File: config.mk
export PLATFORM = sky130hd
export DESIGN_NAME = vec_sequencer
export DESIGN_NICKNAME = d
export VERILOG_FILES = /design/src/vec_isa_pkg.sv /design/src/vec_sequencer.sv
export SDC_FILE = /design/constraint.sdc
export NUM_CORES = 1
export LEC_CHECK = 0
export ABC_AREA = 1
export ABC_CLOCK_PERIOD_IN_PS = 2350
export BUFFER_PORTS_ARGS = -buffer_cell sky130_fd_sc_hd__buf_4
export CAP_MARGIN = 40
export CORE_AREA = 3 3 40 42
export DETAILED_ROUTE_END_ITERATION = 8
export DIE_AREA = 0 0 43 45
export SLEW_MARGIN = 20
export SYNTH_ARGS = -nofsm -noshare
export SYNTH_HDL_FRONTEND = slang
export SYNTH_SLANG_ARGS = --single-unit
File: constraint.sdc
create_clock -name clk -period 2.35 [get_ports clk]
set_input_delay 0.1175 -clock clk [delete_from_list [all_inputs] [get_ports clk]]
set_output_delay 0.1175 -clock clk [all_outputs]
set_load 0.02 [all_outputs]
File: src/vec_isa_pkg.sv
package vec_isa_pkg;

    typedef enum logic [2:0] {
        EW8  = 3'b000,
        EW16 = 3'b001,
        EW32 = 3'b010
    } vsew_e;

    typedef enum logic [2:0] {
        LMUL_1 = 3'b000,
        LMUL_2 = 3'b001,
        LMUL_4 = 3'b010,
        LMUL_8 = 3'b011
    } vlmul_e;

    // Operand source as encoded in funct3
    typedef enum logic [2:0] {
        OPIVV = 3'b000,
        OPIVI = 3'b011,
        OPIVX = 3'b100
    } op_cat_e;

    typedef enum logic [1:0] {
        NONE,
        VECTOR,
        VSETVLI,
        VSETIVLI
    } instr_kind_e;

    typedef enum logic [3:0] {
        VNOP,
        VADD,
        VSUB,
        VAND,
        VOR,
        VXOR,
        VSLL,
        VSRL,
        VMINU,
        VMAXU,
        VMIN,
        VMAX
    } vec_op_e;

    // Shifts take a zero-extended immediate
    localparam logic [5:0] FUNCT6_VSLL = 6'b100101;
    localparam logic [5:0] FUNCT6_VSRL = 6'b101000;

    typedef struct packed {
        logic [5:0] funct6;
        logic       vm;
        logic [4:0] vs2;
        logic [4:0] vs1;
        logic [2:0] funct3;
        logic [4:0] vd;
        logic [6:0] opcode;
    } varith_fmt_t;

    typedef struct packed {
        logic        top;
        logic [10:0] zimm;
        logic [4:0]  rs1;
        logic [2:0]  funct3;
        logic [4:0]  rd;
        logic [6:0]  opcode;
    } vsetvl_fmt_t;

    typedef union packed {
        varith_fmt_t arith;
        vsetvl_fmt_t vset;
    } vec_instr_u;

endpackage

File: src/vec_sequencer.sv
`timescale 1ns/1ns

module vec_sequencer (
    input  logic                      clk,
    input  logic                      reset_n,
    input  vec_isa_pkg::instr_kind_e  instr_kind_i,
    input  logic                      last_beat_i,
    input  logic                      drain_done_i,
    output logic                      hold_o,
    output logic                      issue_o,
    output logic                      count_clr_o
);
    import vec_isa_pkg::*;

    typedef enum logic [1:0] {
        IDLE,
        EXEC,
        DRAIN
    } state_e;

    state_e state;
    state_e next_state;

    always_ff @(posedge clk or negedge reset_n) begin
        if (!reset_n) begin
            state <= IDLE;
        end else begin
            state <= next_state;
        end
    end

    always_comb begin
        next_state = state;
        case (state)
            IDLE:    if (instr_kind_i == VECTOR) next_state = EXEC;
            EXEC:    if (last_beat_i) next_state = DRAIN;
            DRAIN:   if (drain_done_i) next_state = IDLE;
            default: next_state = IDLE;
        endcase
    end

    // Core stalls until the FSM is about to return to IDLE
    assign hold_o      = (next_state != IDLE);
    assign issue_o     = (state == EXEC);
    assign count_clr_o = (next_state != state);

endmodule

==> results of run 1 <==
==> layout by cell type (no fill, tap or decap), drive strengths merged <==
cell type    netlist  routed
nand4              1       1
dlygate4sd3        0       1
nor2               1       1
buf                0       8
inv                7       7
nand2              9       9
clkbuf             0       3
dfrtp              2       2
nand3              2       2
==> cell usage after synthesis (all sizes together) <==
library cell  count
nor2              1
dfrtp             2
nand3             2
nand2             9
nand4             1
inv               7
==> final cells by class <==
type                            count  area share [%]
Sequential cell                     2            19.1
Tap cell                           15            7.18
Multi-Input combinational cell     13            28.2
Timing Repair Buffer                9            26.8
Inverter                            7            10.0
Clock buffer                        3            8.61
==> per-stage QoR <==
| step | std cells | setup WS (ns) | power, mW |
|---|---|---|---|
| 2_1_floorplan | 22 | 1.50 | 0.195 |
| 3_3_place_gp | 45 | 1.39 | 0.263 |
| 3_5_place_dp | 45 | 1.38 | 0.265 |
| 4_1_cts | 49 | 1.13 | 0.350 |
| 5_1_grt | 49 | 1.07 | 0.377 |
| 6_report | 49 | 1.14 | 0.341 |
==> path summary, 6_finish.rpt <==
path,startpoint,endpoint,slack [ns],cells past startpoint
min reg2reg,state[0],state[1],0.60,2
min in group asynchronous,reset_n,state[0],0.21,2
max reg2reg,state[0],state[0],1.56,4
max,state[0],hold_o,1.14,6
max in group asynchronous,reset_n,state[1],2.05,2
min,last_beat_i,state[1],0.18,3
==> metal layers <==
metal | up-vias | wire length [µm] | global-route usage [%]
met5 | - | 0 | 0
met4 | 0 | 25 | 10.8
met3 | 4 | 49 | 3.19
met2 | 7 | 184 | 6.89
met1 | 63 | 137 | 3.86
li1 | 89 | - | -
==> worst max-delay path, delay by kind of cell, from the launching register on <==
family | cells | cell delay [ns]
buf+inv | 3 | 0.26
flops | 1 | 0.40
simple gates | 3 | 0.20
==> what timing repair did <==
item / CTS / global route
hold endpoints to repair: 2 / 0
resized for setup: 0 / 0
hold buffers: 1 / 0
==> logic make-up after synthesis <==
family,after synthesis,synth area share [%]
flip-flops,2,33.3
AND/OR/NAND/NOR,13,49.2
buffers and inverters,7,17.5
==> where the power goes <==
part | leakage [nW] | switching [mW] | internal [mW]
Clock | 0.0138 | 0.0210 | 0.0564
Combinational | 0.111 | 0.116 | 0.0812
Sequential | 0.0256 | 0.0160 | 0.0499
==> run summary, run 1 <==
### STA
- **Max Clk Rate** 830 MHz
- **relative max-transition margin** 91.2%
- **number of max-slew violations in the final report** 0
- **final worst path period share** 51.3%
- **setup tns final** 0 ns
- **worst hold-check slack** 0.184 ns
- **Min Clock Period, post-route** 1.21 ns
- **number of failing hold endpoints at the final stage** 0
- **number of setup violations in the final report** 0
- **unrepaired setup endpoints after global routing** no
- **actual transition at the worst max-transition pin** 0.132 ns
- **final worst clock skew** 0.00212 ns

### Power
- **maximum VDD drop** 420 µV
- **Leakage** 0.151 nW
- **power density of the placed cells** 1300 mW/mm²

### Synthesis
- **register area share after synthesis** 33.3%
- **Syn Inst Count** 22
- **Synth cell types** 8
- **fraction of post-synthesis cell area in the top cell type by area** 33.3%
- **top post-synthesis cells by area** sky130_fd_sc_hd__dfrtp_1, sky130_fd_sc_hd__nand2_2, sky130_fd_sc_hd__nand3_2, sky130_fd_sc_hd__nand2_1, sky130_fd_sc_hd__inv_2
- **mean cell area of the mapped netlist** 6.82 µm²
- **area of the mapped netlist** 150 µm²
- **area leader, netlist** sky130_fd_sc_hd__dfrtp_1
- **#FFs+latches synth** 2
- **synthesized net count** 28
- **synth warn** 0

### Critical path
- **data required time at the worst endpoint** 2.23 ns
- **largest driver fanout on the critical path** 4
- **worst setup path class** reg2out
- **worst path cell trace** inv_2 -> nand3_2 -> nand2_2 -> inv_2 -> nand2_2 -> buf_4
- **crit path DAT** 1.09 ns
- **biggest cell delay along the critical path** 0.40 ns
- **crit start category** flip-flop
- **type of destination of the critical path** output pin
- **slowest stage cell, crit path** sky130_fd_sc_hd__dfrtp_1

### Clock tree
- **CTS clk-pin slew, worst paths** 0.03 ns
- **maximum root-to-sink buffer count** 2
- **Clock Root Buffer** sky130_fd_sc_hd__clkbuf_4
- **CTS tree** yes
- **worst-skew pair later-pin latency** 0.23 ns
- **TritonCTS Buffers** 3
- **number of buffers added for setup after CTS** 0
- **number of clock sinks** 2
- **H-tree depth** 1

### Placement
- **IO Port Bufs** 8
- **placer's final routability congestion estimate** 0.631
- **instance area after placement** 229 µm²
- **detailed placement HPWL** 312 µm

### Floorplanning
- **area of the die** 0.00194 mm²
- **number of cell rows** 13
- **total I/O pin count** 9
- **core footprint** 0.00128 mm²
- **Die Span X** 43 µm
- **die extent in y** 45 µm
- **Initial Util** 11.7%

### Outcome
- **result of the run** finished, final reports clean

### Cells and area
- **Regs by FF count** state x2
- **summed area of non-filler cells in the final layout** 262 µm²
- **nets** 42
- **number of flip-flops under the largest register name** 2
- **Inserted Diodes** 0
- **area growth from synthesis to layout** 74.2%
- **area of the multi-input gates** 73.8 µm²
- **number of filler cells placed in the layout** 163
- **layout cell share with drive strength beyond 1** 61.8%
- **area of all sequential standard cells** 50.0 µm²
- **final core utilization** 20.4%
- **register with the highest flop count** state

### Drt
- **average detailed-routed wire length per instance** 8.10 µm
- **average vias per placed instance** 3.33
- **drt total wl** 397 µm
- **number of detailed-route iterations in the first pass** 3
- **total number of vias** 163
- **detailed-route DRC error count** 0
- **DRT iter0 DRCs** 7
- **antenna-violating nets left** 0

### Global routing
- **via count of the first global-routing pass** 170
- **global-route wire length before repair** 627 µm
- **grt total ovfl** 0
- **maximum number of pins on one net before global-route repair** 5
- **Global Route Usage Sum** 5.41%
- **antenna violations before repair** 0

### Job
- **number of maximum-capacitance constraint violations** 0

### Worst hold path
- **class of the worst hold path** in2reg

(Power assumes the default switching activity.)
==> run 2: changes to the inputs <==
--- a/config.mk
+++ b/config.mk
@@ -5,8 +5,8 @@
 export SDC_FILE = /design/constraint.sdc
 export NUM_CORES = 1
 export LEC_CHECK = 0
-export ABC_AREA = 1
-export ABC_CLOCK_PERIOD_IN_PS = 2350
+export ABC_AREA = 0
+export ABC_CLOCK_PERIOD_IN_PS = 1000
 export BUFFER_PORTS_ARGS = -buffer_cell sky130_fd_sc_hd__buf_4
 export CAP_MARGIN = 40
 export CORE_AREA = 3 3 40 42
==> constraint.sdc (replaced) <==
create_clock -name clk -period 1 [get_ports clk]
set_input_delay 0.05 -clock clk [delete_from_list [all_inputs] [get_ports clk]]
set_output_delay 0.05 -clock clk [all_outputs]
set_load 0.02 [all_outputs]
==> run summary, run 2 <==
### Outcome
- **result of the run** finished, violations left
- **violations in the final reports** setup timing

### Critical path
- **slowest stage cell, crit path** sky130_fd_sc_hd__dfrtp_2
- **biggest cell delay along the critical path** 0.42 ns, +0.02 ns
- **largest driver fanout on the critical path** 5, +1
- **data required time at the worst endpoint** 0.95 ns, -1.28 ns
- **worst setup path class** reg2out
- **crit path DAT** 1.12 ns, +0.03 ns
- **worst path cell trace** nor3b_4 -> a211oi_2 -> buf_4
- **type of destination of the critical path** output pin
- **buffers and inverters on the worst path** 1, -2
- **family with the most delay on the worst path** flip-flops
- **crit start category** flip-flop

### Placement
- **placer's final routability congestion estimate** 0.628, -0.51%
- **IO Port Bufs** 8, unchanged
- **instance area after placement** 224 µm², -2.2%

### Cells and area
- **Regs by FF count** state x2
- **top library cells by usage in the layout, fill and taps aside** sky130_fd_sc_hd__buf_4, sky130_fd_sc_hd__nor2_1, sky130_fd_sc_hd__clkbuf_4
- **register with the highest flop count** state
- **summed area of non-filler cells in the final layout** 279 µm², +6.7%
- **number of flip-flops under the largest register name** 2, unchanged
- **leading cell type in the layout, fill and taps excluded** sky130_fd_sc_hd__buf_4
- **area growth from synthesis to layout** 128%
- **number of filler cells placed in the layout** 138, -15%
- **layout cell share with drive strength beyond 1** 67.9%, +6.1 points
- **Inserted Diodes** 0, unchanged
- **nets** 36, -14%

### Synthesis
- **#FFs+latches synth** 2, unchanged
- **area of the mapped netlist** 123 µm², -18%
- **number of enable flip-flop cells after synthesis** 0, unchanged
- **register area share after synthesis** 40.8%, +7.5 points
- **top post-synthesis cells by area** sky130_fd_sc_hd__dfrtp_1, sky130_fd_sc_hd__nor2b_1, sky130_fd_sc_hd__nor2_1, sky130_fd_sc_hd__mux2i_1, sky130_fd_sc_hd__a211oi_1
- **prevailing post-synth register cell** sky130_fd_sc_hd__dfrtp_1
- **Synth cell types** 10, +2
- **fraction of post-synthesis cell area in the top cell type by area** 40.8%, +7.5 points
- **Syn Inst Count** 14, -36%
- **mean cell area of the mapped netlist** 8.76 µm², +28%
- **synthesized net count** 20, -29%
- **synth warn** 0, unchanged
- **fraction of synthesis flops using an asynchronous set or reset pin** 100%, unchanged
- **top cells by count, synth** sky130_fd_sc_hd__nor2_1, sky130_fd_sc_hd__dfrtp_1, sky130_fd_sc_hd__nor2b_1
- **area leader, netlist** sky130_fd_sc_hd__dfrtp_1
- **leading cell type by number of instances after synthesis** sky130_fd_sc_hd__nor2_1

### STA
- **setup tns final** -0.407 ns, -0.407 ns
- **worst hold-check slack** 0.0515 ns, -0.133 ns
- **final worst path period share** 117%
- **final worst setup slack** -0.165 ns, -1.31 ns
- **actual transition at the worst max-transition pin** 0.191 ns, +0.0585 ns
- **relative max-transition margin** 87.2%, -3.9 points
- **Max Clk Rate** 858 MHz
- **Min Clock Period, post-route** 1.17 ns
- **number of max-slew violations in the final report** 0, unchanged
- **number of setup violations in the final report** 3, +3
- **unrepaired setup endpoints after global routing** yes
- **number of failing hold endpoints at the final stage** 0, unchanged
- **final worst clock skew** 0.000568 ns, -0.00156 ns

### Global routing
- **global-route wire length before repair** 593 µm, -5.4%
- **Global Route Usage Sum** 4.66%, -0.75 points
- **busiest metal layer after global routing** met4
- **maximum number of pins on one net before global-route repair** 7, +2
- **grt total ovfl** 0, unchanged
- **antenna violations before repair** 0, unchanged
- **via count of the first global-routing pass** 157, -7.6%
- **fraction of met1 tracks used by global routing** 4.10%, +0.24 points
- **global routing met2 resource utilization** 5.99%, -0.90 points
- **met3 track demand over resource** 2.79%, -0.40 points

### Floorplanning
- **area of the die** 0.00194 mm², unchanged
- **Initial Util** 9.54%, -2.1 points
- **core footprint** 0.00128 mm², unchanged
- **die extent in y** 45 µm, unchanged
- **Die Span X** 43 µm, unchanged
- **total I/O pin count** 9, unchanged
- **number of cell rows** 13, unchanged

### Clock tree
- **CTS clk-pin slew, worst paths** 0.03 ns, about the same
- **TritonCTS Buffers** 3, unchanged
- **maximum root-to-sink buffer count** 2, unchanged
- **worst-skew pair later-pin latency** 0.22 ns, about the same
- **CTS tree** yes
- **H-tree depth** 1, unchanged
- **number of clock sinks** 2, unchanged
- **number of buffers added for setup after CTS** 0, unchanged
- **Clock Root Buffer** sky130_fd_sc_hd__clkbuf_4

### Power
- **maximum VDD drop** 362 µV, -14%
- **power density of the placed cells** 1770 mW/mm², +36%
- **Leakage** 0.135 nW, -11%

### Drt
- **average detailed-routed wire length per instance** 6.95 µm, -14%
- **antenna-violating nets left** 0, unchanged
- **detailed-route DRC error count** 0, unchanged
- **average vias per placed instance** 3.28, -1.4%
- **number of detailed-route iterations in the first pass** 2, -1
- **DRT iter0 DRCs** 2, -5
- **drt total wl** 299 µm, -25%
- **total number of vias** 141, -13%

### Job
- **number of maximum-capacitance constraint violations** 0, unchanged

### Worst hold path
- **class of the worst hold path** in2reg

[run 2: repair_timing]
| item | CTS | global route |
|---|---|---|
| hold buffers | 1 | 0 |
| pin swaps | 1 | 0 |
| hold endpoints to repair | 2 | 0 |
| resized for setup | 4 | 2 |
| endpoints found under the setup margin | 3 | 3 |
| gates cloned | 0 | 0 |
[run 2: through the flow]
step | power [mW] | cells | utilization (%) | setup slack (ns)
after detailed placement | 0.295 | 39 | 17.4 | -0.0273
after floorplan | 0.207 | 14 | - | 0.0465
final | 0.493 | 43 | 21.7 | -0.165
after global routing | 0.544 | 43 | 21.7 | -0.230
after global placement | 0.295 | 39 | 17.4 | -0.0294
after CTS | 0.505 | 43 | 21.3 | -0.199
[run 2: power breakdown]
group | internal [mW] | switching [mW] | total (mW)
sequential | 0.0969 | 0.0235 | 0.120
clock | 0.132 | 0.0449 | 0.177
combinational | 0.111 | 0.0846 | 0.195
total | 0.340 | 0.153 | 0.493
[run 2: cell type report]
class / count / area, µm² / area share [%]
well taps: 15 / 18.8 / 6.73
clock buffers: 3 / 22.5 / 8.07
multi-input cells: 11 / 92.6 / 33.2
inverters: 1 / 3.75 / 1.35
repair buffers: 11 / 88.8 / 31.8
flip-flops and latches: 2 / 52.6 / 18.8
[run 2: worst reg2reg max path, stage by stage (launching register included)]
cell                      delay, ns
sky130_fd_sc_hd__dfrtp_2       0.44
sky130_fd_sc_hd__nor2b_2       0.18
sky130_fd_sc_hd__a21o_1        0.17
[run 2: cell families (layout without fill, tap and decap cells)]
kind of cell,Yosys count,after routing,synth area share (%)
flip-flops,2,2,40.8
AND/OR/NAND/NOR,7,7,29.6
AO/OA/AOI/OAI,3,3,18.4
buffers and inverters,1,15,3.06
multiplexers,1,1,8.16
[run 2: final timing paths]
path / startpoint / to / slack, ns / cells after the start
max: state[1] / count_clr_o / -0.17 / 3
min: last_beat_i / state[1] / 0.05 / 2
max reg2reg: state[0] / state[1] / 0.09 / 2
min reg2reg: state[1] / state[0] / 0.59 / 2
max in group asynchronous: reset_n / state[0] / 0.75 / 2
min in group asynchronous: reset_n / state[1] / 0.15 / 2
[run 2: metal layers]
metal	vias up	part of all wire (%)
met3	0	11
met2	6	47
met5	-	0
met4	0	0
met1	56	42
li1	79	-
==> run 3: changes to the inputs <==
==> constraint.sdc (replaced) <==
create_clock -name clk -period 1 [get_ports clk]
set_input_delay 0 -clock clk [delete_from_list [all_inputs] [get_ports clk]]
set_output_delay 0 -clock clk [all_outputs]
set_load 0.02 [all_outputs]
==> run summary, run 3 (synthesis results as in run 2) <==
### Cells and area
- **top library cells by usage in the layout, fill and taps aside** sky130_fd_sc_hd__buf_4, sky130_fd_sc_hd__nor2_1, sky130_fd_sc_hd__clkbuf_4, sky130_fd_sc_hd__buf_6
- **Inserted Diodes** 0, unchanged
- **Regs by FF count** state x2
- **area of the multi-input gates** 97.6 µm², +5.4%
- **area of all sequential standard cells** 52.6 µm², unchanged
- **nets** 37, +2.8%
- **register with the highest flop count** state
- **area growth from synthesis to layout** 146%
- **number of flip-flops under the largest register name** 2, unchanged
- **number of filler cells placed in the layout** 145, +5.1%
- **layout cell share with drive strength beyond 1** 65.5%, -2.3 points
- **leading cell type in the layout, fill and taps excluded** sky130_fd_sc_hd__buf_4

### Global routing
- **Global Route Usage Sum** 4.83%, +0.17 points
- **via count of the first global-routing pass** 180, +15%
- **global-route wire length before repair** 662 µm, +12%
- **antenna violations before repair** 0, unchanged
- **grt total ovfl** 0, unchanged
- **maximum number of pins on one net before global-route repair** 6, -1

### Floorplanning
- **Initial Util** 9.54%, unchanged
- **Die Span X** 43 µm, unchanged
- **area of the die** 0.00194 mm², unchanged
- **number of cell rows** 13, unchanged
- **core footprint** 0.00128 mm², unchanged
- **die extent in y** 45 µm, unchanged
- **total I/O pin count** 9, unchanged

### STA
- **final worst clock skew** 0.00110 ns, +0.000535 ns
- **final worst setup slack** -0.136 ns, +0.0291 ns
- **actual transition at the worst max-transition pin** 0.208 ns, +0.0174 ns
- **Min Clock Period, post-route** 1.14 ns, -0.0291 ns
- **Max Clk Rate** 880 MHz, +2.6%
- **number of max-slew violations in the final report** 0, unchanged
- **number of setup violations in the final report** 3, unchanged
- **final worst path period share** 114%, -2.9 points
- **relative max-transition margin** 86.1%, -1.2 points
- **unrepaired setup endpoints after global routing** yes
- **setup tns final** -0.283 ns, +0.124 ns
- **number of failing hold endpoints at the final stage** 0, unchanged

### Critical path
- **crit path DAT** 1.14 ns, +0.02 ns
- **largest driver fanout on the critical path** 5, unchanged
- **slack of the worst reg-to-reg path** 0.08 ns, about the same
- **data required time at the worst endpoint** 1.00 ns, +0.05 ns
- **type of destination of the critical path** output pin
- **crit start category** flip-flop
- **worst setup path class** reg2out

### Drt
- **average vias per placed instance** 3.48, +6.0%
- **antenna-violating nets left** 0, unchanged
- **number of detailed-route iterations in the first pass** 2, unchanged
- **average detailed-routed wire length per instance** 8.36 µm, +20%
- **DRT iter0 DRCs** 2, unchanged
- **drt total wl** 368 µm, +23%
- **total number of vias** 153, +8.5%
- **detailed-route DRC error count** 0, unchanged

### Worst hold path
- **class of the worst hold path** in2async

### Job
- **number of maximum-capacitance constraint violations** 0, unchanged

### Clock tree
- **H-tree depth** 1, unchanged
- **number of buffers added for setup after CTS** 0, unchanged
- **CTS tree** yes
- **CTS clk-pin slew, worst paths** 0.03 ns, about the same
- **TritonCTS Buffers** 3, unchanged
- **number of clock sinks** 2, unchanged
- **worst-skew pair later-pin latency** 0.22 ns, about the same
- **Clock Root Buffer** sky130_fd_sc_hd__clkbuf_4
- **maximum root-to-sink buffer count** 2, unchanged

### Power
- **overall power of the completed layout** 515 µW, +4.5%
- **power density of the placed cells** 1710 mW/mm², -3.3%
- **Leakage** 0.143 nW, +6.2%
- **maximum VDD drop** 336 µV, -7.1%

### Placement
- **placer's final routability congestion estimate** 0.626, -0.29%
- **IO Port Bufs** 8, unchanged

### Outcome
- **violations in the final reports** setup timing
- **result of the run** finished, violations left

-- run 3: changes by cell type in the layout (fill, tap and decap cells not counted), sizes merged --
| cell | delta |
|---|---|
| dlygate4sd3 | +1 |
-- run 3: worst paths after layout --
kind                         startpoint     endpoint  cells past startpoint
min                             reset_n     state[1]                      2
min in group clk           drain_done_i     state[1]                      3
min reg2reg                    state[1]     state[0]                      2
max reg2reg                    state[0]     state[0]                      3
max in group asynchronous       reset_n     state[0]                      2
max                            state[0]  count_clr_o                      3
-- run 3: routing by layer --
metal,track usage [%],share of wire [%],wire length (µm),vias to the layer above
met2,7.78,49,180,6
met4,3.61,0,0,0
met1,4.58,42,153,66
met3,2.79,9.2,34,0
li1,-,-,-,81
met5,0,0,0,-
-- run 3: what timing repair did --
action	4_1_cts	5_1_grt
endpoints found under the setup margin	3	3
endpoints found under the hold margin	3	0
hold buffers	2	0
resized for setup	9	0
-- run 3: cell type report --
cell class                 instances  area share [%]
clock buffer                       3            7.47
inverter                           1            1.24
multi-input combinational         11            32.4
sequential                         2            17.4
tap                               15            6.22
timing repair buffer              12            35.3
-- run 3: worst max-delay path, cell delays in order, from the launching register on --
cell	delay (ns)
sky130_fd_sc_hd__dfrtp_2	0.44
sky130_fd_sc_hd__buf_6	0.14
sky130_fd_sc_hd__a211oi_2	0.17
sky130_fd_sc_hd__buf_4	0.17
-- run 3: through the flow --
step	cells	hold slack, ns	utilization (%)	instance area, µm²	setup slack (ns)
finish	44	0.104	23.5	302	-0.136
global placement	39	-0.217	17.4	224	0.0354
detailed placement	39	-0.216	17.4	224	0.0387
CTS	44	0.0874	23.5	302	-0.154
floorplan	14	-0.296	-	130	0.0795
global route	44	0.0935	23.5	302	-0.205
-- run 3: power by group --
group	switching, mW	internal, mW	leakage [nW]
combinational	0.0938	0.127	0.106
clock	0.0397	0.132	0.0138
sequential	0.0253	0.0969	0.0233
