`config.mk`:
```
export PLATFORM = sky130hd
export DESIGN_NAME = vec_operand_stage
export DESIGN_NICKNAME = d
export VERILOG_FILES = /design/src/vec_isa_pkg.sv /design/src/vec_cfg_pkg.sv /design/src/vec_operand_stage.sv
export SDC_FILE = /design/constraint.sdc
export NUM_CORES = 1
export LEC_CHECK = 0
export BUFFER_PORTS_ARGS = -buffer_cell sky130_fd_sc_hd__buf_2
export CAP_MARGIN = 10
export CELL_PAD_IN_SITES_DETAIL_PLACEMENT = 1
export CELL_PAD_IN_SITES_GLOBAL_PLACEMENT = 1
export CORE_MARGIN = 1
export CORE_UTILIZATION = 34
export DETAILED_ROUTE_END_ITERATION = 8
export PLACE_DENSITY = 0.9
export SYNTH_ARGS = -nofsm -noshare
export SYNTH_HDL_FRONTEND = slang
export SYNTH_SLANG_ARGS = --single-unit
```
`constraint.sdc`:
```
create_clock -name clk -period 1.25 [get_ports clk]
set_input_delay 0.125 -clock clk [delete_from_list [all_inputs] [get_ports clk]]
set_output_delay 0.125 -clock clk [all_outputs]
set_load 0.1 [all_outputs]
```
`src/vec_isa_pkg.sv`:
```
package vec_isa_pkg;

    typedef enum logic [2:0] {
        EW8  = 3'b000,
        EW16 = 3'b001,
        EW32 = 3'b010
    } vsew_e;

    typedef enum logic [2:0] {
        LMUL_1 = 3'b000,
        LMUL_2 = 3'b001,
        LMUL_4 = 3'b010,
        LMUL_8 = 3'b011
    } vlmul_e;

    // Operand source as encoded in funct3
    typedef enum logic [2:0] {
        OPIVV = 3'b000,
        OPIVI = 3'b011,
        OPIVX = 3'b100
    } op_cat_e;

    typedef enum logic [1:0] {
        NONE,
        VECTOR,
        VSETVLI,
        VSETIVLI
    } instr_kind_e;

    typedef enum logic [3:0] {
        VNOP,
        VADD,
        VSUB,
        VAND,
        VOR,
        VXOR,
        VSLL,
        VSRL,
        VMINU,
        VMAXU,
        VMIN,
        VMAX
    } vec_op_e;

    // Shifts take a zero-extended immediate
    localparam logic [5:0] FUNCT6_VSLL = 6'b100101;
    localparam logic [5:0] FUNCT6_VSRL = 6'b101000;

    typedef struct packed {
        logic [5:0] funct6;
        logic       vm;
        logic [4:0] vs2;
        logic [4:0] vs1;
        logic [2:0] funct3;
        logic [4:0] vd;
        logic [6:0] opcode;
    } varith_fmt_t;

    typedef struct packed {
        logic        top;
        logic [10:0] zimm;
        logic [4:0]  rs1;
        logic [2:0]  funct3;
        logic [4:0]  rd;
        logic [6:0]  opcode;
    } vsetvl_fmt_t;

    typedef union packed {
        varith_fmt_t arith;
        vsetvl_fmt_t vset;
    } vec_instr_u;

endpackage

```
`src/vec_cfg_pkg.sv`:
```
package vec_cfg_pkg;

    // Register geometry
    localparam int VLEN        = 64;
    localparam int VLENB       = VLEN / 8;
    localparam int NUM_VREGS   = 32;
    localparam int VREG_ADDR_W = 5;
    localparam int LMUL_MAX    = 8;

    // Enough bits to hold VLENB * LMUL_MAX itself
    localparam int VL_W = $clog2(VLENB * LMUL_MAX) + 1;

    typedef logic [VLEN-1:0]        vreg_t;
    typedef logic [VLENB-1:0]       byte_en_t;
    typedef logic [VREG_ADDR_W-1:0] vreg_addr_t;
    typedef logic [31:0]            scalar_t;
    typedef logic [VL_W-1:0]        vl_t;

endpackage
```
`src/vec_operand_stage.sv`:
```
`timescale 1ns/1ns

module vec_operand_stage (
    input  logic                    clk,
    input  logic                    reset_n,
    input  logic                    issue_i,
    input  vec_cfg_pkg::vreg_addr_t beat_i,
    input  vec_isa_pkg::vec_instr_u instr_i,
    input  vec_isa_pkg::vsew_e      vsew_i,
    input  vec_cfg_pkg::vl_t        vl_i,
    input  vec_cfg_pkg::scalar_t    scalar_i,
    input  vec_cfg_pkg::vreg_t      rd_data_a_i,
    input  vec_cfg_pkg::vreg_t      rd_data_b_i,
    output vec_cfg_pkg::vreg_addr_t rd_addr_a_o,
    output vec_cfg_pkg::vreg_addr_t rd_addr_b_o,
    output vec_cfg_pkg::vreg_t      op_a_o,
    output vec_cfg_pkg::vreg_t      op_b_o,
    output vec_cfg_pkg::vreg_addr_t wr_addr_o,
    output vec_cfg_pkg::byte_en_t   byte_en_o,
    output logic                    valid_o
);
    import vec_cfg_pkg::*;
    import vec_isa_pkg::*;

    vreg_t    op_b_d;
    byte_en_t byte_en_d;
    scalar_t  imm_ext;
    logic     is_shift;

    // Copy one element into every lane at the given width
    function automatic vreg_t replicate(scalar_t word, vsew_e sew);
        vreg_t rep;
        case (sew)
            EW8:     rep = {(VLENB){word[7:0]}};
            EW16:    rep = {(VLENB / 2){word[15:0]}};
            default: rep = {(VLENB / 4){word}};
        endcase
        return rep;
    endfunction

    ////////////////////////////////////////////////////////////////////////////
    // Register addresses and operand selection
    ////////////////////////////////////////////////////////////////////////////

    assign rd_addr_a_o = instr_i.arith.vs2 + beat_i;
    assign rd_addr_b_o = instr_i.arith.vs1 + beat_i;

    assign is_shift = instr_i.arith.funct6 inside {FUNCT6_VSLL, FUNCT6_VSRL};
    assign imm_ext  = is_shift ? {27'b0, instr_i.arith.vs1}
                               : {{27{instr_i.arith.vs1[4]}}, instr_i.arith.vs1};

    always_comb begin
        case (op_cat_e'(instr_i.arith.funct3))
            OPIVX:   op_b_d = replicate(scalar_i, vsew_i);
            OPIVI:   op_b_d = replicate(imm_ext, vsew_i);
            default: op_b_d = rd_data_b_i;
        endcase
    end

    ////////////////////////////////////////////////////////////////////////////
    // Tail byte enables
    ////////////////////////////////////////////////////////////////////////////

    // Byte offset across the whole group, scaled down to an element index
    always_comb begin
        int unsigned elem_idx;
        for (int i = 0; i < VLENB; i++) begin
            elem_idx     = (32'(beat_i) * VLENB + i) >> vsew_i;
            byte_en_d[i] = (elem_idx < 32'(vl_i));
        end
    end

    always_ff @(posedge clk or negedge reset_n) begin
        if (!reset_n) begin
            valid_o <= 1'b0;
        end else begin
            valid_o <= issue_i;
        end
    end

    always_ff @(posedge clk) begin
        if (issue_i) begin
            op_a_o    <= rd_data_a_i;
            op_b_o    <= op_b_d;
            wr_addr_o <= instr_i.arith.vd + beat_i;
            byte_en_o <= byte_en_d;
        end
    end

endmodule

```
==> summary.md, run 1 <==
| Metric | Value |
|---|---|
| Clock slew at reported path FFs | `~0.070 ns` |
| Via density | `between 5 and 6` |
| H-tree Lvls | `4` |
| IO Port Bufs | `approximately 350` |
| Synth area leaders | `edfxtp_1 63%, a21o_1 5.9%, ha_1 4.1%` |
| Worst Hold Class | `in -> reg` |
| Required time worst endpoint | `between 1.5 and 2 ns` |
| Gr usage total | `~36%` |
| WL per Instance | `about 32 um` |
| Die width | `roughly 140 um` |
| Clock Path Buffers | `2` |
| XOR/XNOR Fraction of Synth Area | `under 10%` |
| Die Area | `between 20000 and 25000 sq um` |
| Critical path arrival | `approximately 2.1 ns` |
| I/O pins | `362` |
| Layout area overhead | `93.3%` |
| Routed WL | `~43 mm` |
| Share of cells above drive strength 1 | `approximately 55%` |
| Synth Net Count | `726` |
| Hpwl dp | `between 20 and 25 mm` |
| CP Class | `in -> reg` |
| Startpoint Class | `input port` |
| CP max FO | `8` |
| Total congestion overflow | `0` |
| Synthesized area | `between 6000 and 7000 sq um` |
| Post-synthesis sequential area ratio | `about 64%` |
| Number of global-route vias before repair | `slightly below 8000` |
| Post-Synth Simple-Gate Area | `~7.8%` |
| YS warnings | `0` |
| Combinational family with the most area after synthesis | `compound AO/OA/AOI/OAI gates` |
| Endpoints failing hold | `0` |
| Clock share of power | `about 29%` |
| DRT Pass-1 Iters | `5` |
| Final-stage net count | `~1300` |
| Initial core utilization | `between 30% and 40%` |
| Tcrit/Tclk final | `146%` |
| Synth Flop Type | `edfxtp_1` |
| Setup TNS | `-10.31 ns` |
| Filler Cells Inserted | `1933` |
| Antenna viol nets, final | `0` |
| Initial antenna violation count | `16` |
| Cell Pwr Density | `about 1500 nW/um^2` |
| Drt first-iter violations | `approximately 630` |
| Net Sw Frac | `between 40% and 50%` |
| Tightest Pin Transition | `between 0.4 and 0.5 ns` |
| Status | `finished with violations` |
| Clk root buf | `clkbuf_16` |
| CTS tree | `done` |
| Count leader, synth | `edfxtp_1` |
| Slew Viols, Final | `0` |
| RD Place Congestion | `about 0.84` |
| Vias | `between 7000 and 8000` |
| P_sw | `around 0.0083 W` |
| Post-route DRC | `0` |
| Yosys reg bits | `142` |
| Mapped Cells | `between 400 and 500` |
| Headroom to the max-slew limit | `70.1%` |
| Internal power | `0.0109 W` |
| Pin count of the biggest net entering global routing | `34` |
| Final WS setup | `-0.579 ns` |
| Mux cell area share after synthesis | `under 10%` |
| FP Rows | `50` |
| Post-synth top area share | `63.2%` |
| Flop pwr share | `a little under a third` |
| Setup violations, final | `79` |
| DP Worst Slack | `-1.10 ns` |
| Adder-Cell Fraction of Synth Area | `5.00%` |
| RSZ-0062 raised after global routing | `yes` |
| Hold Crit Depth | `2` |
| Max VDD drop | `1190 uV` |
| Leading area contributor after synthesis | `edfxtp_1` |
| Maxcap violations | `0` |
| Distinct cell type count after synthesis | `61` |
| First-pass GRT wire length | `51.5 mm` |
| Fmax | `approximately 0.55 GHz` |
| Fraction of registers with async set/reset | `less than 1%` |
| Crit. End Element | `flop` |
| Clock Sinks | `around 140` |
| EDFF count, synth | `roughly 140` |
| Most instantiated cells after synthesis | `141 x edfxtp_1, 53 x a21o_1, 46 x nand2_1` |
| Cts bufs inserted | `17` |
| Synth Area in Compound Gates | `~15%` |
| Tmin final | `between 1.5 and 2 ns` |
| Syn Area/Cell | `13.6 sq um` |
| Logic pwr share | `about two fifths` |
| Failing checks | `negative setup slack` |
| DIE HEIGHT | `around 140 um` |
| Core footprint | `roughly 19000 sq um` |
| Leak pwr | `5.92 nW` |
==> cells in the final DEF, fill, tap and decap left out, types with 5 or more instances in the layout <==
cell type,synthesis,routed
diode_2,0,19
buf_12,0,27
a21o_1,53,53
buf_4,1,198
inv_1,22,13
o21ai_2,1,5
ha_4,0,7
a31oi_1,6,6
o21ai_0,22,6
a221o_1,6,6
mux2i_1,18,11
o211ai_1,5,5
edfxtp_1,141,141
nand3_1,16,5
buf_6,8,43
a21oi_2,1,6
xnor2_4,0,5
mux2i_4,0,7
buf_8,0,9
dlygate4sd3_1,0,123
inv_2,1,7
buf_2,12,195
a21oi_1,21,13
ha_1,22,14
nand2_1,46,41
clkbuf_16,0,17
nand3_2,0,9
o21ai_1,2,12
nor2_1,17,16
clkinvlp_4,0,5
==> worst paths after layout <==
path / slack, ns / endpoint / start
max: -0.58 / byte_en_o[0] / vsew_i[0]
min: 0.02 / op_b_o[37] / rd_data_b_i[37]
max in group asynchronous: 0.54 / valid_o / reset_n
min in group asynchronous: 0.59 / valid_o / reset_n
==> state kept, by name (all words and copies together), names as in the netlist <==
| register | cells |
|---|---|
| op_b_o | 64 |
| byte_en_o | 8 |
| valid_o | 1 |
| wr_addr_o | 5 |
| op_a_o | 64 |
==> critical path, stage by stage <==
cell,delay [ns]
buf_8,0.09
buf_6,0.16
mux2i_4,0.25
nand2_1,0.14
o21ai_4,0.10
nor2_1,0.07
ha_2,0.17
a21o_1,0.20
a211oi_4,0.29
o21ai_1,0.12
a31o_2,0.23
a41oi_2,0.16
==> metrics by stage <==
stage	util (%)	cells	total power [W]	instance area (sq um)	hold slack (ns)
detailed placement	52.6	1177	0.0123	10000	-0.0941
floorplan	-	491	0.0106	7020	-0.171
CTS	65.8	1348	0.0182	12500	0.00201
global placement	52.6	1177	0.0122	10000	-0.101
finish	68.1	1374	0.0192	13000	0.0231
global route	68.1	1371	0.0195	12900	0.0125
==> power by group through the flow <==
| stage | registers [W] | clock network (W) | logic [W] |
|---|---|---|---|
| 2_1_floorplan | 0.00920 | 0 | 0.00136 |
| 3_3_place_gp | 0.00598 | 0 | 0.00623 |
| 3_5_place_dp | 0.00601 | 0 | 0.00633 |
| 4_1_cts | 0.00595 | 0.00513 | 0.00708 |
| 5_1_grt | 0.00611 | 0.00562 | 0.00773 |
| 6_report | 0.00609 | 0.00549 | 0.00759 |
==> layer usage <==
metal	vias to the layer above	global-route usage, %	share of wire [%]
li1	3078	-	-
met1	3782	35.2	32
met2	648	65.6	49
met3	211	11.9	11
met4	8	22.4	7.5
met5	-	0	0.11
==> final cells by class <==
class / count / area (sq um) / share of cell area (%)
timing repair buffer: 595 / 4850 / 37.5
tap: 260 / 325 / 2.51
clock inverter: 14 / 149 / 1.15
inverter: 23 / 97.6 / 0.753
clock buffer: 18 / 439 / 3.39
antenna: 19 / 47.5 / 0.367
multi-input combinational: 303 / 2780 / 21.5
sequential: 142 / 4260 / 32.9
==> what timing repair did <==
item,4_1_cts,5_1_grt
hold buffers,123,0
cloned,1,0
gates resized for setup,195,82
hold endpoints to repair,122,0
setup buffers,17,15
pin swaps,27,35
setup endpoints to repair,179,80
==> cells by family (layout without fill, tap and decap cells) <==
| logic type | Yosys count | in the layout |
|---|---|---|
| adders and majority gates | 25 | 25 |
| and+or+nand+nor | 103 | 103 |
| xor gates and xnor gates | 12 | 12 |
| DFF | 142 | 142 |
| buffers and inverters | 46 | 650 |
| AOI/OAI and AO/OA | 143 | 143 |
| other | 0 | 19 |
| muxes | 20 | 20 |
Power figures use the tool's default switching activity.
==> inputs of run 2 (changes only) <==
--- a/config.mk
+++ b/config.mk
@@ -5,13 +5,15 @@
 export SDC_FILE = /design/constraint.sdc
 export NUM_CORES = 1
 export LEC_CHECK = 0
+export ABC_AREA = 1
 export BUFFER_PORTS_ARGS = -buffer_cell sky130_fd_sc_hd__buf_2
 export CAP_MARGIN = 10
 export CELL_PAD_IN_SITES_DETAIL_PLACEMENT = 1
 export CELL_PAD_IN_SITES_GLOBAL_PLACEMENT = 1
 export CORE_MARGIN = 1
-export CORE_UTILIZATION = 34
+export CORE_UTILIZATION = 33
 export DETAILED_ROUTE_END_ITERATION = 8
+export GPL_ROUTABILITY_DRIVEN = 1
 export PLACE_DENSITY = 0.9
 export SYNTH_ARGS = -nofsm -noshare
 export SYNTH_HDL_FRONTEND = slang
==> summary.md, run 2 <==
| Metric | Value |
|---|---|
| DP Worst Slack | `-0.652 ns (+0.444 ns)` |
| Most instantiated cells after synthesis | `179 x nand2_1, 141 x edfxtp_1, 58 x inv_1` |
| Crit. End Element | `primary output` |
| Initial antenna violation count | `17 (+1)` |
| CP max FO | `3 (-5)` |
| Post-route DRC | `0 (unchanged)` |
| Via density | `5.20 (-7.5%)` |
| Startpoint Class | `input port` |
| Clock slew at reported path FFs | `0.07 ns (about the same)` |
| Leak pwr | `5.80 nW (-2.0%)` |
| Pin count of the biggest net entering global routing | `41 (+21%)` |
| RSZ-0062 raised after global routing | `yes` |
| YS warnings | `0 (unchanged)` |
| DRT Pass-1 Iters | `4 (-1)` |
| Biggest regs | `op_a_o x64, op_b_o x64, byte_en_o x8` |
| Initial core utilization | `33.6% (-1.6 points)` |
| Mapped Cells | `615 (+25%)` |
| Synth area leaders | `edfxtp_1 62%, nand2_1 9.9%, ha_1 4.1%` |
| Tightest Pin Transition | `0.441 ns (-0.00447 ns)` |
| Syn Area/Cell | `11.0 sq um (-19%)` |
| Synthesized area | `6780 sq um (+1.1%)` |
| Total congestion overflow | `0 (unchanged)` |
| Endpoints failing hold | `0 (unchanged)` |
| I/O pins | `362 (unchanged)` |
| Leading area contributor after synthesis | `edfxtp_1` |
| Worst Hold Class | `in -> reg` |
| Cell Pwr Density | `1480 nW/um^2 (about the same)` |
| WHS | `0.00932 ns (-0.0137 ns)` |
| Final-stage net count | `1398 (+6.2%)` |
| Maxcap violations | `0 (unchanged)` |
| RD Place Congestion | `0.840 (+0.38%)` |
| Status | `finished with violations` |
| Yosys reg bits | `142 (unchanged)` |
| WL per Instance | `25.7 um (-19%)` |
| Critical path arrival | `1.43 ns (-0.68 ns)` |
| Failing checks | `negative setup slack` |
| Synth Net Count | `850 (+17%)` |
| Clk root buf | `clkbuf_16` |
| Clock Sinks | `142 (unchanged)` |
| DIE HEIGHT | `145 um (+2.0%)` |
| Slew Viols, Final | `0 (unchanged)` |
| Clock Path Buffers | `2 (unchanged)` |
| Final WS setup | `-0.304 ns (+0.275 ns)` |
| FP Rows | `52 (+4.0%)` |
| Headroom to the max-slew limit | `70.3% (+0.12 points)` |
| CP Class | `in -> out` |
| Count leader, synth | `nand2_1` |
| Vias | `7626 (-1.3%)` |
| Synth Flop Type | `edfxtp_1` |
| Die width | `145 um (+2.0%)` |
| Layout area overhead | `88.0%` |
| Antenna viol nets, final | `0 (unchanged)` |
| Max VDD drop | `864 uV (-28%)` |
| CTS tree | `done` |
| EDFF count, synth | `141 (unchanged)` |
| Share of cells above drive strength 1 | `52.4% (-2.6 points)` |
| Required time worst endpoint | `1.12 ns (-0.42 ns)` |
| Distinct cell type count after synthesis | `37 (-39%)` |
| H-tree Lvls | `4 (unchanged)` |
| Cts bufs inserted | `17 (unchanged)` |
| Tcrit/Tclk final | `124% (-22 points)` |
| Commonest non-fill, non-tap cells in the layout | `193 x buf_2, 187 x buf_4, 156 x nand2_1` |
| Drt first-iter violations | `474 (-25%)` |
| Number of global-route vias before repair | `8271 (+4.2%)` |
| IO Port Bufs | `353 (unchanged)` |
| Hpwl dp | `21.2 mm (+0.34%)` |
| Core footprint | `20200 sq um (+6.1%)` |
| Post-synthesis sequential area ratio | `62.9% (-0.70 points)` |
| Fmax | `0.643 GHz (+18%)` |
| Setup violations, final | `19 (-76%)` |
| Die Area | `21100 sq um (+4.1%)` |
| Post-synth top area share | `62.5% (-0.70 points)` |
| Fraction of registers with async set/reset | `0.704% (unchanged)` |
| Tmin final | `1.55 ns (-0.275 ns)` |
| First-pass GRT wire length | `50.6 mm (-1.8%)` |
| Commonest non-fill, non-tap cell in the layout | `buf_2` |
| Routed WL | `37.7 mm (-13%)` |
| Gr usage total | `32.6% (-3.5 points)` |
[run 2: changes by cell type in the layout (fill, tap and decap cells not counted), sizes merged, moves of 11 or more]
cell	before	now
mux2i	18	0
a21o	53	0
dlygate4sd3	123	100
nor2	18	32
buf	472	444
a21oi	22	33
inv	27	67
nand2	47	184
nand3	16	41
[run 2: stage by stage]
stage	utilization, %	setup TNS [ns]	cell area (sq um)	power (W)	std cells
final	63.2	-2.58	12700	0.0188	1466
after global placement	49.2	-29.59	9930	0.0121	1300
after global routing	63.1	-3.27	12700	0.0192	1463
after CTS	60.2	-1.68	12100	0.0181	1433
after detailed placement	49.2	-33.29	9930	0.0123	1300
after floorplan	-	-4.06	7010	0.0106	615
[run 2: per-layer routing]
| metal | routed length (um) | track usage (%) |
|---|---|---|
| met1 | 12100 | 32.5 |
| met2 | 20300 | 60.6 |
| met3 | 2450 | 7.04 |
| met4 | 2830 | 21.3 |
| met5 | 0 | 0 |
[run 2: layout make-up]
class | count | area [sq um]
sequential | 142 | 4260
inverter | 67 | 277
clock inverter | 12 | 161
timing repair buffer | 546 | 4370
tap | 270 | 338
clock buffer | 19 | 433
multi-input combinational | 389 | 2850
antenna | 21 | 52.6
fill | 2141 | 7430
[run 2: worst max-delay path, cell delays in order]
cell and delay [ns]:
buf_8 0.08, buf_12 0.10, ha_4 0.14, inv_2 0.04
fa_2 0.38, o21ai_4 0.19, xor2_4 0.18, buf_12 0.19
[run 2: report_power, final]
part           leakage (nW)  switching (W)  total (W)  internal (W)
Combinational          4.12        0.00533    0.00741       0.00208
Clock                 0.281        0.00225    0.00540       0.00316
Sequential             1.39       0.000249    0.00603       0.00578
Total                  5.80        0.00782     0.0188        0.0110
[run 2: cell families (layout without fill, tap and decap cells)]
logic type | Yosys count | after routing | synth area share (%)
and+or+nand+nor | 264 | 264 | 17.0
buffers and inverters | 84 | 644 | 5.37
AOI/OAI and AO/OA | 88 | 88 | 8.26
adders and majority gates | 25 | 25 | 4.95
other | 0 | 21 | 0
DFF | 142 | 142 | 62.9
xor gates and xnor gates | 12 | 12 | 1.55
[run 2: repair_timing]
item	in CTS	in global routing
hold buffers	100	0
gates cloned	0	1
hold endpoints to repair	99	0
setup endpoints to repair	184	69
buffers inserted	2	11
resized for setup	191	99
pin swaps	29	46
[run 2: final timing paths]
| path | from | to | slack, ns | cells past startpoint |
|---|---|---|---|---|
| max | beat_i[0] | rd_addr_b_o[4] | -0.30 | 8 |
| min | rd_data_b_i[44] | op_b_o[44] | 0.009 | 3 |
| max in group asynchronous | reset_n | valid_o | 0.57 | 3 |
| min in group asynchronous | reset_n | valid_o | 0.56 | 3 |
==> inputs of run 3 (changes only) <==
--- a/config.mk
+++ b/config.mk
@@ -12,6 +12,7 @@
 export CELL_PAD_IN_SITES_GLOBAL_PLACEMENT = 1
 export CORE_MARGIN = 1
 export CORE_UTILIZATION = 33
+export CTS_BUF_LIST = sky130_fd_sc_hd__clkbuf_16
 export DETAILED_ROUTE_END_ITERATION = 8
 export GPL_ROUTABILITY_DRIVEN = 1
 export PLACE_DENSITY = 0.9
==> summary.md, run 3 (synthesis gave the netlist of run 2 again) <==
| Metric | Value |
|---|---|
| Slowest cell delay on critical path | `0.38 ns (about the same)` |
| Slew Viols, Final | `0 (unchanged)` |
| Internal power | `0.0110 W (-0.14%)` |
| Final WS setup | `-0.304 ns (unchanged)` |
| Headroom to the max-slew limit | `71.1% (+0.88 points)` |
| Die Area | `21100 sq um (unchanged)` |
| Clock Sinks | `142 (unchanged)` |
| Clock share of power | `28.6% (about the same)` |
| Core footprint | `20200 sq um (unchanged)` |
| Initial antenna violation count | `17 (unchanged)` |
| WL per Instance | `25.7 um (about the same)` |
| Antenna viol nets, final | `0 (unchanged)` |
| Commonest non-fill, non-tap cells in the layout | `193 x buf_2, 187 x buf_4, 156 x nand2_1` |
| Tightest Pin Transition | `0.428 ns (-0.0131 ns)` |
| Layout area overhead | `87.9% (about the same)` |
| Final-stage net count | `1398 (unchanged)` |
| RD Place Congestion | `0.840 (unchanged)` |
| DIE HEIGHT | `145 um (unchanged)` |
| Final instance area | `12700 sq um (about the same)` |
| Logic pwr share | `39.3% (about the same)` |
| Max VDD drop | `862 uV (-0.15%)` |
| Fmax | `0.643 GHz (unchanged)` |
| Flop pwr share | `32.0% (about the same)` |
| Required time worst endpoint | `1.12 ns (about the same)` |
| Total congestion overflow | `0 (unchanged)` |
| Failing checks | `negative setup slack` |
| FP Rows | `52 (unchanged)` |
| Net Sw Frac | `41.6% (+0.062 points)` |
| CP max FO | `3 (unchanged)` |
| Worst Hold Class | `in -> reg` |
| H-tree Lvls | `4 (unchanged)` |
| First-pass GRT wire length | `50.6 mm (unchanged)` |
| Crit. End Element | `primary output` |
| Status | `finished with violations` |
| Tmin final | `1.55 ns (unchanged)` |
| CP Class | `in -> out` |
| Commonest non-fill, non-tap cell in the layout | `buf_2` |
| Pin count of the biggest net entering global routing | `41 (unchanged)` |
| Area after DPL | `9930 sq um (unchanged)` |
| Clk root buf | `clkbuf_16` |
| Cell Pwr Density | `1480 nW/um^2 (about the same)` |
| I/O pins | `362 (unchanged)` |
| Startpoint Class | `input port` |
| Cts bufs inserted | `17 (unchanged)` |
| Critical path, cell by cell | `buf_8 > buf_12 > ha_4 > inv_2 > fa_2 > o21ai_4 > xor2_4 > buf_12` |
| Biggest regs | `op_a_o x64, op_b_o x64, byte_en_o x8` |
| Leak pwr | `5.80 nW (+0.14%)` |
| Setup violations, final | `20 (+1)` |
| # placed instances | `1300 (unchanged)` |
| Setup TNS | `-2.61 ns (-0.0300 ns)` |
| DRT Pass-1 Iters | `5 (+1)` |
| CP most frequent cell | `buf_12` |
| RSZ-0062 raised after global routing | `yes` |
| IO Port Bufs | `353 (unchanged)` |
| Gr usage total | `32.6% (unchanged)` |
| Clock slew at reported path FFs | `0.07 ns (about the same)` |
| Filler Cells Inserted | `2142 (+0.047%)` |
| Tcrit/Tclk final | `124% (unchanged)` |
| Vias | `7653 (+0.35%)` |
| Die width | `145 um (unchanged)` |
| Routed WL | `37.7 mm (-0.12%)` |
| Post-route DRC | `0 (unchanged)` |
| Maxcap violations | `0 (unchanged)` |
| Drt first-iter violations | `469 (-1.1%)` |
| Via density | `5.23 (+0.49%)` |
| CTS tree | `done` |
| Initial core utilization | `33.6% (unchanged)` |
| Number of global-route vias before repair | `8271 (unchanged)` |
| Hpwl dp | `21.2 mm (unchanged)` |
| Clock Path Buffers | `2 (unchanged)` |
| Slowest-stage cell, CP | `fa_2` |
| Finished Layout Cells | `1464 (-0.14%)` |
| P_sw | `0.00783 W (+0.11%)` |
| Critical path arrival | `1.43 ns (about the same)` |
| Share of cells above drive strength 1 | `52.4% (unchanged)` |
| Endpoints failing hold | `0 (unchanged)` |
run 3: cell types whose count changed in the layout (fill, tap and decap cells not counted):
cell / delta
clkbuf_1: -2
diode_2: -2
inv_1: +2
run 3: critical path, delay by kind of cell:
| kind | cells | cell delay [ns] |
|---|---|---|
| buffers and inverters | 4 | 0.41 |
| adder cells (fa/ha/maj) | 2 | 0.52 |
| AO/OA/AOI/OAI | 1 | 0.19 |
| XOR/XNOR | 1 | 0.18 |
run 3: layer usage:
| layer | GRT usage [%] | part of all wire (%) |
|---|---|---|
| met1 | 32.5 | 32 |
| met2 | 60.6 | 54 |
| met3 | 7.04 | 6.5 |
| met4 | 21.3 | 7.5 |
| met5 | 0 | 0 |
run 3: cell type report:
class	count	area, sq um	share of cell area, %
inverters	67	277	2.17
diodes	19	47.5	0.373
flip-flops and latches	142	4260	33.4
clock buffers	17	425	3.34
well taps	270	338	2.65
clock inverters	14	169	1.33
repair buffers	546	4370	34.3
multi-input cells	389	2850	22.4
run 3: path summary, 6_finish.rpt:
kind,from,endpoint,cells after the start
min in group asynchronous,reset_n,valid_o,3
setup / recovery,beat_i[0],rd_addr_b_o[4],8
hold / removal,rd_data_b_i[44],op_b_o[44],3
max in group asynchronous,reset_n,valid_o,3
run 3: power by group through the flow:
stage          clock [W]  combinational, W  sequential [W]
2_1_floorplan          0           0.00136         0.00920
3_3_place_gp           0           0.00614         0.00597
3_5_place_dp           0           0.00627         0.00602
4_1_cts          0.00524           0.00692         0.00595
5_1_grt          0.00558           0.00758         0.00605
6_report         0.00539           0.00741         0.00603
run 3: metrics by stage:
stage	utilization, %	total power, W	hold WS [ns]	worst slack, ns
2_1_floorplan	-	0.0106	-0.171	-0.363
3_3_place_gp	49.2	0.0121	-0.101	-0.561
3_5_place_dp	49.2	0.0123	-0.0991	-0.652
4_1_cts	60.2	0.0181	0.00218	-0.324
5_1_grt	63.1	0.0192	0.0205	-0.339
6_report	63.1	0.0188	0.0106	-0.304
run 3: timing repair:
item,4_1_cts,5_1_grt
buffers inserted,2,11
endpoints found under the hold margin,99,0
endpoints found under the setup margin,184,69
pin swaps,29,46
cloned,0,1
gates resized for setup,191,99
hold buffers,100,0
